`config.mk`:
```
export PLATFORM = sky130hd
export DESIGN_NAME = lsu_wb_top
export DESIGN_NICKNAME = d
export VERILOG_FILES = /design/src/rtl/lsu_pkg.sv /design/src/rtl/lsu_tag_table.sv /design/src/rtl/lsu_resp_fifo.sv /design/src/rtl/lsu_wb_router.sv /design/src/rtl/lsu_wb_ctrl.sv /design/src/rtl/lsu_wb_top.sv
export VERILOG_INCLUDE_DIRS = /design/src /design/src/rtl
export SDC_FILE = /design/constraint.sdc
export NUM_CORES = 2
export LEC_CHECK = 0
export BUFFER_PORTS_ARGS = -buffer_cell sky130_fd_sc_hd__buf_2
export CAP_MARGIN = 20
export CORE_AREA = 2 2 503 505
export CTS_CLUSTER_SIZE = 14
export DETAILED_ROUTE_END_ITERATION = 8
export DIE_AREA = 0 0 505 507
export PLACE_DENSITY = 0.65
export SYNTH_ARGS = -nofsm -noshare
export SYNTH_HDL_FRONTEND = slang
export SYNTH_SLANG_ARGS = --single-unit
```
`constraint.sdc`:
```
create_clock -name clk -period 17.4 [get_ports clk]
set_input_delay 0.87 -clock clk [delete_from_list [all_inputs] [get_ports clk]]
set_output_delay 0.87 -clock clk [all_outputs]
set_load 0.02 [all_outputs]
```
`src/rtl/lsu_defs.svh`:
```
`ifndef LSU_DEFS_SVH
`define LSU_DEFS_SVH

// wavefront tagging
`define LSU_WF_ID_W 3
`define LSU_NUM_WF 8

// vector geometry
`define LSU_LANES 4
`define LSU_DWORDS 4
`define LSU_LANE_W 128

// destination field, class in the top two bits
`define LSU_DEST_W 12
`define LSU_SGPR_ADDR_W 9
`define LSU_VGPR_ADDR_W 10

`define LSU_RESP_DEPTH 4
`define LSU_RETIRE_DEPTH 4

`endif

```
`src/rtl/lsu_pkg.sv`:
```
`default_nettype none

`include "lsu_defs.svh"

package lsu_pkg;

   // memory response as it comes back from the memory side
   typedef struct packed {
      logic [`LSU_WF_ID_W-1:0] wfid;
      logic [`LSU_LANES*`LSU_LANE_W-1:0] data;
   } lsu_resp_t;

   // what an outstanding memory instruction expects on return
   typedef struct packed {
      logic is_load;
      logic [`LSU_DEST_W-1:0] dest;
      logic [`LSU_DWORDS-1:0] wr_en;
      logic [`LSU_LANES-1:0] exec_mask;
      logic [31:0] pc;
      logic gm_or_lds;             // 1 = global, 0 = lds
   } lsu_issue_rec_t;

   // record for the trace monitor
   typedef struct packed {
      logic [`LSU_WF_ID_W-1:0] wfid;
      logic [31:0] pc;
      logic gm_or_lds;
   } lsu_retire_t;

   // encoding follows dest[11:10], 01 folds into none
   typedef enum logic [1:0] {
      dest_none = 2'b00,
      dest_vgpr = 2'b10,
      dest_sgpr = 2'b11
   } lsu_dest_class_e;

endpackage

`default_nettype wire

```
`src/rtl/lsu_tag_table.sv`:
```
`default_nettype none

`include "lsu_defs.svh"

module lsu_tag_table
(
   input  logic                       clk,
   input  logic                       rst_n,

   // issue side
   input  logic                       wr_valid,
   input  logic [`LSU_WF_ID_W-1:0]    wr_wfid,
   input  lsu_pkg::lsu_issue_rec_t    wr_rec,
   output logic                       wr_busy,

   // response lookup
   input  logic [`LSU_WF_ID_W-1:0]    rd_wfid,
   output lsu_pkg::lsu_issue_rec_t    rd_rec,
   output logic                       rd_busy,

   // release from the control
   input  logic                       free_valid,
   input  logic [`LSU_WF_ID_W-1:0]    free_wfid
);

   import lsu_pkg::*;

   lsu_issue_rec_t recs [`LSU_NUM_WF];
   logic [`LSU_NUM_WF-1:0] busy;

   // record storage, only meaningful while busy
   always_ff @(posedge clk)
   begin
      if (wr_valid)
      begin
         recs[wr_wfid] <= wr_rec;
      end
   end

   // issue only hits idle entries and free only hits busy ones,
   // so the two never collide on one index
   always_ff @(posedge clk)
   begin
      if (!rst_n)
      begin
         busy <= '0;
      end
      else
      begin
         if (wr_valid)
         begin
            busy[wr_wfid] <= 1'b1;
         end
         if (free_valid)
         begin
            busy[free_wfid] <= 1'b0;
         end
      end
   end

   assign rd_rec  = recs[rd_wfid];   // combinational lookup
   assign rd_busy = busy[rd_wfid];
   assign wr_busy = busy[wr_wfid];

endmodule

`default_nettype wire

```
`src/rtl/lsu_resp_fifo.sv`:
```
`default_nettype none

module lsu_resp_fifo
#(
   parameter type payload_t = logic,
   parameter int  depth     = 4
)
(
   input  logic     clk,
   input  logic     rst_n,

   input  logic     in_valid,
   output logic     in_ready,
   input  payload_t in_data,

   output logic     out_valid,
   input  logic     out_ready,
   output payload_t out_data
);

   localparam int ptr_w = (depth > 1) ? $clog2(depth) : 1;
   localparam int cnt_w = $clog2(depth + 1);

   payload_t mem [depth];

   logic [ptr_w-1:0] wr_ptr;
   logic [ptr_w-1:0] rd_ptr;
   logic [cnt_w-1:0] count;
   logic push;
   logic pop;

   assign in_ready  = (count != cnt_w'(depth));
   assign out_valid = (count != '0);
   assign push      = in_valid & in_ready;
   assign pop       = out_valid & out_ready;
   assign out_data  = mem[rd_ptr];   // head shows without a pop

   always_ff @(posedge clk)
   begin
      if (push)
      begin
         mem[wr_ptr] <= in_data;
      end
   end

   always_ff @(posedge clk)
   begin
      if (!rst_n)
      begin
         wr_ptr <= '0;
         rd_ptr <= '0;
         count  <= '0;
      end
      else
      begin
         if (push)
         begin
            wr_ptr <= (wr_ptr == ptr_w'(depth - 1)) ? '0 : wr_ptr + 1'b1;
         end
         if (pop)
         begin
            rd_ptr <= (rd_ptr == ptr_w'(depth - 1)) ? '0 : rd_ptr + 1'b1;
         end
         case ({push, pop})
            2'b10:   count <= count + 1'b1;
            2'b01:   count <= count - 1'b1;
            default: count <= count;
         endcase
      end
   end

endmodule

`default_nettype wire

```
`src/rtl/lsu_wb_router.sv`:
```
`default_nettype none

`include "lsu_defs.svh"

module lsu_wb_router
(
   input  logic                                 ack,
   input  logic                                 is_load,
   input  logic [`LSU_DEST_W-1:0]               dest,
   input  logic [`LSU_DWORDS-1:0]               wr_en_in,
   input  logic [`LSU_LANES-1:0]                exec_mask,
   input  logic [`LSU_LANES*`LSU_LANE_W-1:0]    data,

   output logic [`LSU_SGPR_ADDR_W-1:0]          sgpr_addr,
   output logic [`LSU_LANE_W-1:0]               sgpr_data,
   output logic [`LSU_DWORDS-1:0]               sgpr_wr_en,
   output logic                                 sgpr_done,

   output logic [`LSU_VGPR_ADDR_W-1:0]          vgpr_addr,
   output logic [`LSU_LANES*`LSU_LANE_W-1:0]    vgpr_data,
   output logic [`LSU_DWORDS-1:0]               vgpr_wr_en,
   output logic [`LSU_LANES-1:0]                vgpr_wr_mask,
   output logic                                 vgpr_done,

   output lsu_pkg::lsu_dest_class_e             dest_class,
   output logic                                 wr_req
);

   import lsu_pkg::*;

   logic [`LSU_DWORDS-1:0] sgpr_en_raw;
   logic [`LSU_DWORDS-1:0] vgpr_en_raw;
   logic sgpr_done_raw;
   logic vgpr_done_raw;

   always_comb
   begin
      case (dest[`LSU_DEST_W-1 -: 2])
         2'b10:   dest_class = dest_vgpr;
         2'b11:   dest_class = dest_sgpr;
         default: dest_class = dest_none;
      endcase
   end

   // {load, class} decode, ack applied afterwards
   always_comb
   begin
      sgpr_en_raw   = '0;
      vgpr_en_raw   = '0;
      sgpr_done_raw = 1'b0;
      vgpr_done_raw = 1'b0;
      case ({is_load, dest_class})
         {1'b1, dest_vgpr}:
         begin
            vgpr_en_raw   = wr_en_in;
            vgpr_done_raw = 1'b1;
         end
         {1'b1, dest_sgpr}:
         begin
            sgpr_en_raw   = wr_en_in;
            sgpr_done_raw = 1'b1;
         end
         {1'b0, dest_vgpr}: vgpr_done_raw = 1'b1;   // store, done only
         {1'b0, dest_sgpr}: sgpr_done_raw = 1'b1;
         default: ;                                  // no register
      endcase
   end

   assign sgpr_addr    = dest[`LSU_SGPR_ADDR_W-1:0];
   assign sgpr_data    = data[`LSU_LANE_W-1:0];     // lane 0
   assign vgpr_addr    = dest[`LSU_VGPR_ADDR_W-1:0];
   assign vgpr_data    = data;
   assign vgpr_wr_mask = exec_mask;

   assign sgpr_wr_en = ack ? sgpr_en_raw : '0;
   assign vgpr_wr_en = ack ? vgpr_en_raw : '0;
   assign sgpr_done  = ack & sgpr_done_raw;
   assign vgpr_done  = ack & vgpr_done_raw;

   // ungated so the control can decide on it before ack
   assign wr_req = (|sgpr_en_raw) | (|vgpr_en_raw);

endmodule

`default_nettype wire

```
`src/rtl/lsu_wb_ctrl.sv`:
```
`default_nettype none

module lsu_wb_ctrl
(
   input  logic clk,
   input  logic rst_n,

   // response fifo head
   input  logic head_valid,
   output logic head_ready,

   input  logic entry_busy,    // tag table entry for the head's wfid
   input  logic wr_req,        // router wants a register write
   input  logic rf_ready,
   input  logic retire_room,

   output logic retire_push,
   output logic free_valid,
   output logic ack,
   output logic err_unexpected
);

   logic fire;
   logic drop;
   logic err_q;

   always_comb
   begin
      fire = head_valid & entry_busy & (rf_ready | ~wr_req) & retire_room;
      drop = head_valid & ~entry_busy;   // nobody waiting for this one
   end

   assign head_ready  = fire | drop;
   assign ack         = fire;
   assign free_valid  = fire;
   assign retire_push = fire;

   always_ff @(posedge clk)
   begin
      if (!rst_n)
      begin
         err_q <= 1'b0;
      end
      else
      begin
         err_q <= drop;
      end
   end

   assign err_unexpected = err_q;

endmodule

`default_nettype wire

```
`src/rtl/lsu_wb_top.sv`:
```
`default_nettype none

`include "lsu_defs.svh"

module lsu_wb_top
(
   input  logic                                 clk,
   input  logic                                 rst_n,

   // issue
   input  logic                                 issue_valid,
   output logic                                 issue_ready,
   input  logic [`LSU_WF_ID_W-1:0]              issue_wfid,
   input  logic                                 issue_is_load,
   input  logic [`LSU_DEST_W-1:0]               issue_dest,
   input  logic [`LSU_DWORDS-1:0]               issue_wr_en,
   input  logic [`LSU_LANES-1:0]                issue_exec_mask,
   input  logic [31:0]                          issue_pc,
   input  logic                                 issue_gm_or_lds,

   // memory response
   input  logic                                 resp_valid,
   output logic                                 resp_ready,
   input  logic [`LSU_WF_ID_W-1:0]              resp_wfid,
   input  logic [`LSU_LANES*`LSU_LANE_W-1:0]    resp_data,

   // trace monitor retire
   output logic                                 retire_valid,
   input  logic                                 retire_ready,
   output logic [`LSU_WF_ID_W-1:0]              retire_wfid,
   output logic [31:0]                          retire_pc,
   output logic                                 retire_gm_or_lds,

   // register file write
   input  logic                                 rf_ready,
   output logic [`LSU_SGPR_ADDR_W-1:0]          sgpr_addr,
   output logic [`LSU_LANE_W-1:0]               sgpr_data,
   output logic [`LSU_DWORDS-1:0]               sgpr_wr_en,
   output logic                                 sgpr_done,
   output logic [`LSU_VGPR_ADDR_W-1:0]          vgpr_addr,
   output logic [`LSU_LANES*`LSU_LANE_W-1:0]    vgpr_data,
   output logic [`LSU_DWORDS-1:0]               vgpr_wr_en,
   output logic [`LSU_LANES-1:0]                vgpr_wr_mask,
   output logic                                 vgpr_done,
   output logic                                 rfa_wr_req,

   output logic                                 err_unexpected
);

   import lsu_pkg::*;

   lsu_issue_rec_t issue_rec;
   lsu_issue_rec_t head_rec;
   lsu_resp_t      resp_in;
   lsu_resp_t      head;
   lsu_retire_t    retire_in;
   lsu_retire_t    retire_out;

   logic issue_busy;
   logic head_valid;
   logic head_ready;
   logic entry_busy;
   logic wr_req;
   logic ack;
   logic free_valid;
   logic retire_push;
   logic retire_room;

   assign issue_rec = '{is_load:   issue_is_load,
                        dest:      issue_dest,
                        wr_en:     issue_wr_en,
                        exec_mask: issue_exec_mask,
                        pc:        issue_pc,
                        gm_or_lds: issue_gm_or_lds};
   assign issue_ready = ~issue_busy;

   assign resp_in = '{wfid: resp_wfid, data: resp_data};

   assign retire_in = '{wfid: head.wfid, pc: head_rec.pc, gm_or_lds: head_rec.gm_or_lds};
   assign retire_wfid      = retire_out.wfid;
   assign retire_pc        = retire_out.pc;
   assign retire_gm_or_lds = retire_out.gm_or_lds;

   assign rfa_wr_req = (|sgpr_wr_en) | (|vgpr_wr_en);

   lsu_tag_table u_tag_table (
      .clk        (clk),
      .rst_n      (rst_n),
      .wr_valid   (issue_valid & issue_ready),
      .wr_wfid    (issue_wfid),
      .wr_rec     (issue_rec),
      .wr_busy    (issue_busy),
      .rd_wfid    (head.wfid),
      .rd_rec     (head_rec),
      .rd_busy    (entry_busy),
      .free_valid (free_valid),
      .free_wfid  (head.wfid)
   );

   lsu_resp_fifo #(.payload_t(lsu_resp_t), .depth(`LSU_RESP_DEPTH)) u_resp_fifo (
      .clk       (clk),
      .rst_n     (rst_n),
      .in_valid  (resp_valid),
      .in_ready  (resp_ready),
      .in_data   (resp_in),
      .out_valid (head_valid),
      .out_ready (head_ready),
      .out_data  (head)
   );

   lsu_wb_router u_router (
      .ack          (ack),
      .is_load      (head_rec.is_load),
      .dest         (head_rec.dest),
      .wr_en_in     (head_rec.wr_en),
      .exec_mask    (head_rec.exec_mask),
      .data         (head.data),
      .sgpr_addr    (sgpr_addr),
      .sgpr_data    (sgpr_data),
      .sgpr_wr_en   (sgpr_wr_en),
      .sgpr_done    (sgpr_done),
      .vgpr_addr    (vgpr_addr),
      .vgpr_data    (vgpr_data),
      .vgpr_wr_en   (vgpr_wr_en),
      .vgpr_wr_mask (vgpr_wr_mask),
      .vgpr_done    (vgpr_done),
      .dest_class   (),
      .wr_req       (wr_req)
   );

   lsu_wb_ctrl u_ctrl (
      .clk            (clk),
      .rst_n          (rst_n),
      .head_valid     (head_valid),
      .head_ready     (head_ready),
      .entry_busy     (entry_busy),
      .wr_req         (wr_req),
      .rf_ready       (rf_ready),
      .retire_room    (retire_room),
      .retire_push    (retire_push),
      .free_valid     (free_valid),
      .ack            (ack),
      .err_unexpected (err_unexpected)
   );

   lsu_resp_fifo #(.payload_t(lsu_retire_t), .depth(`LSU_RETIRE_DEPTH)) u_retire_fifo (
      .clk       (clk),
      .rst_n     (rst_n),
      .in_valid  (retire_push),
      .in_ready  (retire_room),
      .in_data   (retire_in),
      .out_valid (retire_valid),
      .out_ready (retire_ready),
      .out_data  (retire_out)
   );

endmodule

`default_nettype wire

```
==> impl_metrics.env <==
export IMPL_synthTopCellsByArea="edfxtp_1 78%, mux4_2 12%, buf_4 4.9%"
export IMPL_syn_avg_cell_area_sq_um=21.8
export IMPL_critPathKind="flop to output port"
export IMPL_syn_area_sq_mm=0.102
export IMPL_ys_ff_latch=2663
export IMPL_drt_wirelength_per_cell_um=30.4
export IMPL_holdCritPathClass="primary input to flop"
export IMPL_ys_warn_count=0
export IMPL_synthArstFlopShare_pct=0
export IMPL_drv_cap=0
export IMPL_fillers=20728
export IMPL_rr_worst_depth=12
export IMPL_power_density_mw_per_mm2=173
export IMPL_die_y_um=507
export IMPL_worst_pin_slew_ns=1.14
export IMPL_grt_ovfl_total=0
export IMPL_finalHoldViolCount=0
export IMPL_ys_flop_type="edfxtp_1"
export IMPL_path_common_cell="buf_4"
export IMPL_setup_viol=0
export IMPL_skew_ns=0.0859
export IMPL_synth_edff_count=2636
export IMPL_cts_hold_buf=0
export IMPL_track_usage_pct=21.0
export IMPL_ctsLongestPathBuffers=4
export IMPL_cp_slowest_cell="dfxtp_4"
export IMPL_dp_cells=8513
export IMPL_ys_seq_area_share_pct=78.4
export IMPL_numCtsBuffers=295
export IMPL_portBuffers=1291
export IMPL_start_util_pct=40.6
export IMPL_cts_resized_gates=0
export IMPL_hpwl_um=187000
export IMPL_cts_setup_buffers=0
export IMPL_setup_tns_ns=0
export IMPL_outcome="finished clean"
export IMPL_drtIter0Drc=5381
export IMPL_max_stage_delay_ns=0.82
export IMPL_layout_nets=6054
export IMPL_fin_util_pct=46.6
export IMPL_antenna_found_initial=187
export IMPL_synthDistinctLibCells=60
export IMPL_viasPerCell=5.42
export IMPL_vdd_drop_max_v=0.000200
export IMPL_start_kind="flop"
export IMPL_cp_cell_sequence="buf_4, buf_4, buf_4, buf_4, buf_4, mux4_2, buf_2"
export IMPL_rsz0062_at_grt="no"
export IMPL_wirelength_um=277000
export IMPL_drive_gt1_share_pct=41.6
export IMPL_synth_top_area_share_pct=77.8
export IMPL_arrival_ns=6.29
export IMPL_min_period_ns=7.16
export IMPL_path_max_fanout=39
export IMPL_grt_max_degree=146
export IMPL_grt_pass1_vias=48217
export IMPL_relSlewSlack_pct=23.6
export IMPL_gp_congestion=0.859
export IMPL_core_area_sq_mm=0.250
export IMPL_drv_slew=0
export IMPL_area_delta_synth_final_pct=14.8
export IMPL_yosysTopAreaCell="edfxtp_1"
export IMPL_max_clock_freq_mhz=140
export IMPL_row_count=184
export IMPL_drc=0
export IMPL_clock_latency_ns=0.96
export IMPL_crit_path_end_kind="output port"
export IMPL_whs_path_depth=1
export IMPL_fin_crit_sh_pct=41.2
export IMPL_cts_tree="done"
export IMPL_dr_pass1_iters=5
export IMPL_num_vias=49364
export IMPL_clock_sinks=2663
export IMPL_cp_data_required_time_ns=16.53
export IMPL_grt_first_pass_wirelength_um=380000
export IMPL_fin_cells=9102
export IMPL_synth_cells=4654
export IMPL_ios=1292
export IMPL_synth_nets=5246
export IMPL_ant_nets=0
export IMPL_cts_clk_slew_worst_paths_ns=0.06
export IMPL_die_w_um=505
export IMPL_htree_levels=5
export IMPL_root_buffer="clkbuf_16"
export IMPL_leakage_nw=38.6
export IMPL_die_area_sq_mm=0.256
==> routing by layer <==
metal / global-route usage [%] / vias to the layer above / part of all wire [%]
met2: 34.3 / 2483 / 49
met3: 6.91 / 703 / 10
li1: - / 20146 / -
met5: 0 / - / 0.28
met1: 25.2 / 25914 / 35
met4: 9.94 / 118 / 5.3
==> path summary, 6_finish.rpt <==
check,slack [ns],endpoint,from
setup / recovery,10.24,vgpr_data[25],flop
hold / removal,0.12,u_resp_fifo.mem[0][105],resp_data[105]
setup reg to reg,11.31,u_retire_fifo.mem[0][33],flop
hold reg to reg,0.49,flop,u_resp_fifo.rd_ptr[1]
==> flip-flops by register name (all words and copies together), names as in the netlist, 2 cells and up, named ones only <==
register and cells:
u_retire_fifo.rd_ptr 2, u_retire_fifo.mem 144, u_retire_fifo.count 3, u_resp_fifo.count 3, u_tag_table.busy 8, u_resp_fifo.mem 2060, u_resp_fifo.rd_ptr 2, u_retire_fifo.wr_ptr 2
u_resp_fifo.wr_ptr 2, u_tag_table.recs 432
==> worst max-delay path, delay by kind of cell (launching register included) <==
family,cells,cell delay (ns)
buffers and inverters,6,3.73
flip-flops,1,0.82
multiplexers,1,0.64
==> placed cells by master, fill, tap and decap left out, types with 8 or more instances in the layout <==
master and count:
a21oi_1 84, buf_2 1291, inv_1 14, clkinv_1 52, buf_12 8, o22a_1 11, a221oi_1 37, nand3_1 14
o21ai_0 51, clkbuf_16 298, nor2_1 50, clkinv_2 31, nand2_1 87, ha_1 12, buf_4 65, edfxtp_1 2636
diode_2 94, dfxtp_1 23, a222oi_1 14, bufinv_16 25, clkbuf_1 57, a22oi_1 57, mux4_2 557, mux2i_1 41
==> cell usage after synthesis (10+ instances only) <==
cell type	count
nand3_1	14
mux4_2	557
inv_1	14
nor2_1	59
clkbuf_1	77
a22oi_1	57
o21ai_0	51
buf_1	98
o22a_1	11
mux2i_1	41
edfxtp_1	2636
a221oi_1	37
a21oi_1	84
and2_1	10
nand2_1	87
buf_4	667
ha_1	12
a222oi_1	14
dfxtp_1	27
==> cell families after synthesis <==
kind of cell             share of synthesized area, %
adder cells (fa/ha/maj)                         0.187
XOR/XNOR                                       0.0345
multiplexers                                     12.8
buffers and inverters                            5.70
flip-flops                                       78.4
AND/OR/NAND/NOR                                 0.911
AO/OA/AOI/OAI                                    1.97
==> cell type report <==
class                   instances  area [sq um]  share of cell area (%)
flip-flops and latches       2663         79700                    68.3
multi-input cells            1121         16300                    14.0
repair buffers               1364          7110                    6.09
inverters                      17          66.3                  0.0568
clock buffers                 359          7730                    6.62
well taps                    3348          4190                    3.59
clock inverters               136          1410                    1.21
diodes                         94           235                   0.201
==> where the power goes <==
group          leakage, nW  internal [W]  switching [W]
Sequential            24.3       0.00768       0.000135
Clock                 4.45       0.00352        0.00242
Combinational         9.83       0.00213        0.00434
==> per-stage QoR <==
stage	power [W]	hold slack, ns	setup WS [ns]	area (sq um)
2_1_floorplan	0.0132	0.454	3.86	102000
3_3_place_gp	0.0145	0.462	10.84	107000
3_5_place_dp	0.0145	0.473	10.80	107000
4_1_cts	0.0205	0.0380	9.84	117000
5_1_grt	0.0209	0.0666	9.49	117000
6_report	0.0202	0.125	10.24	117000
(Power assumes the default switching activity.)
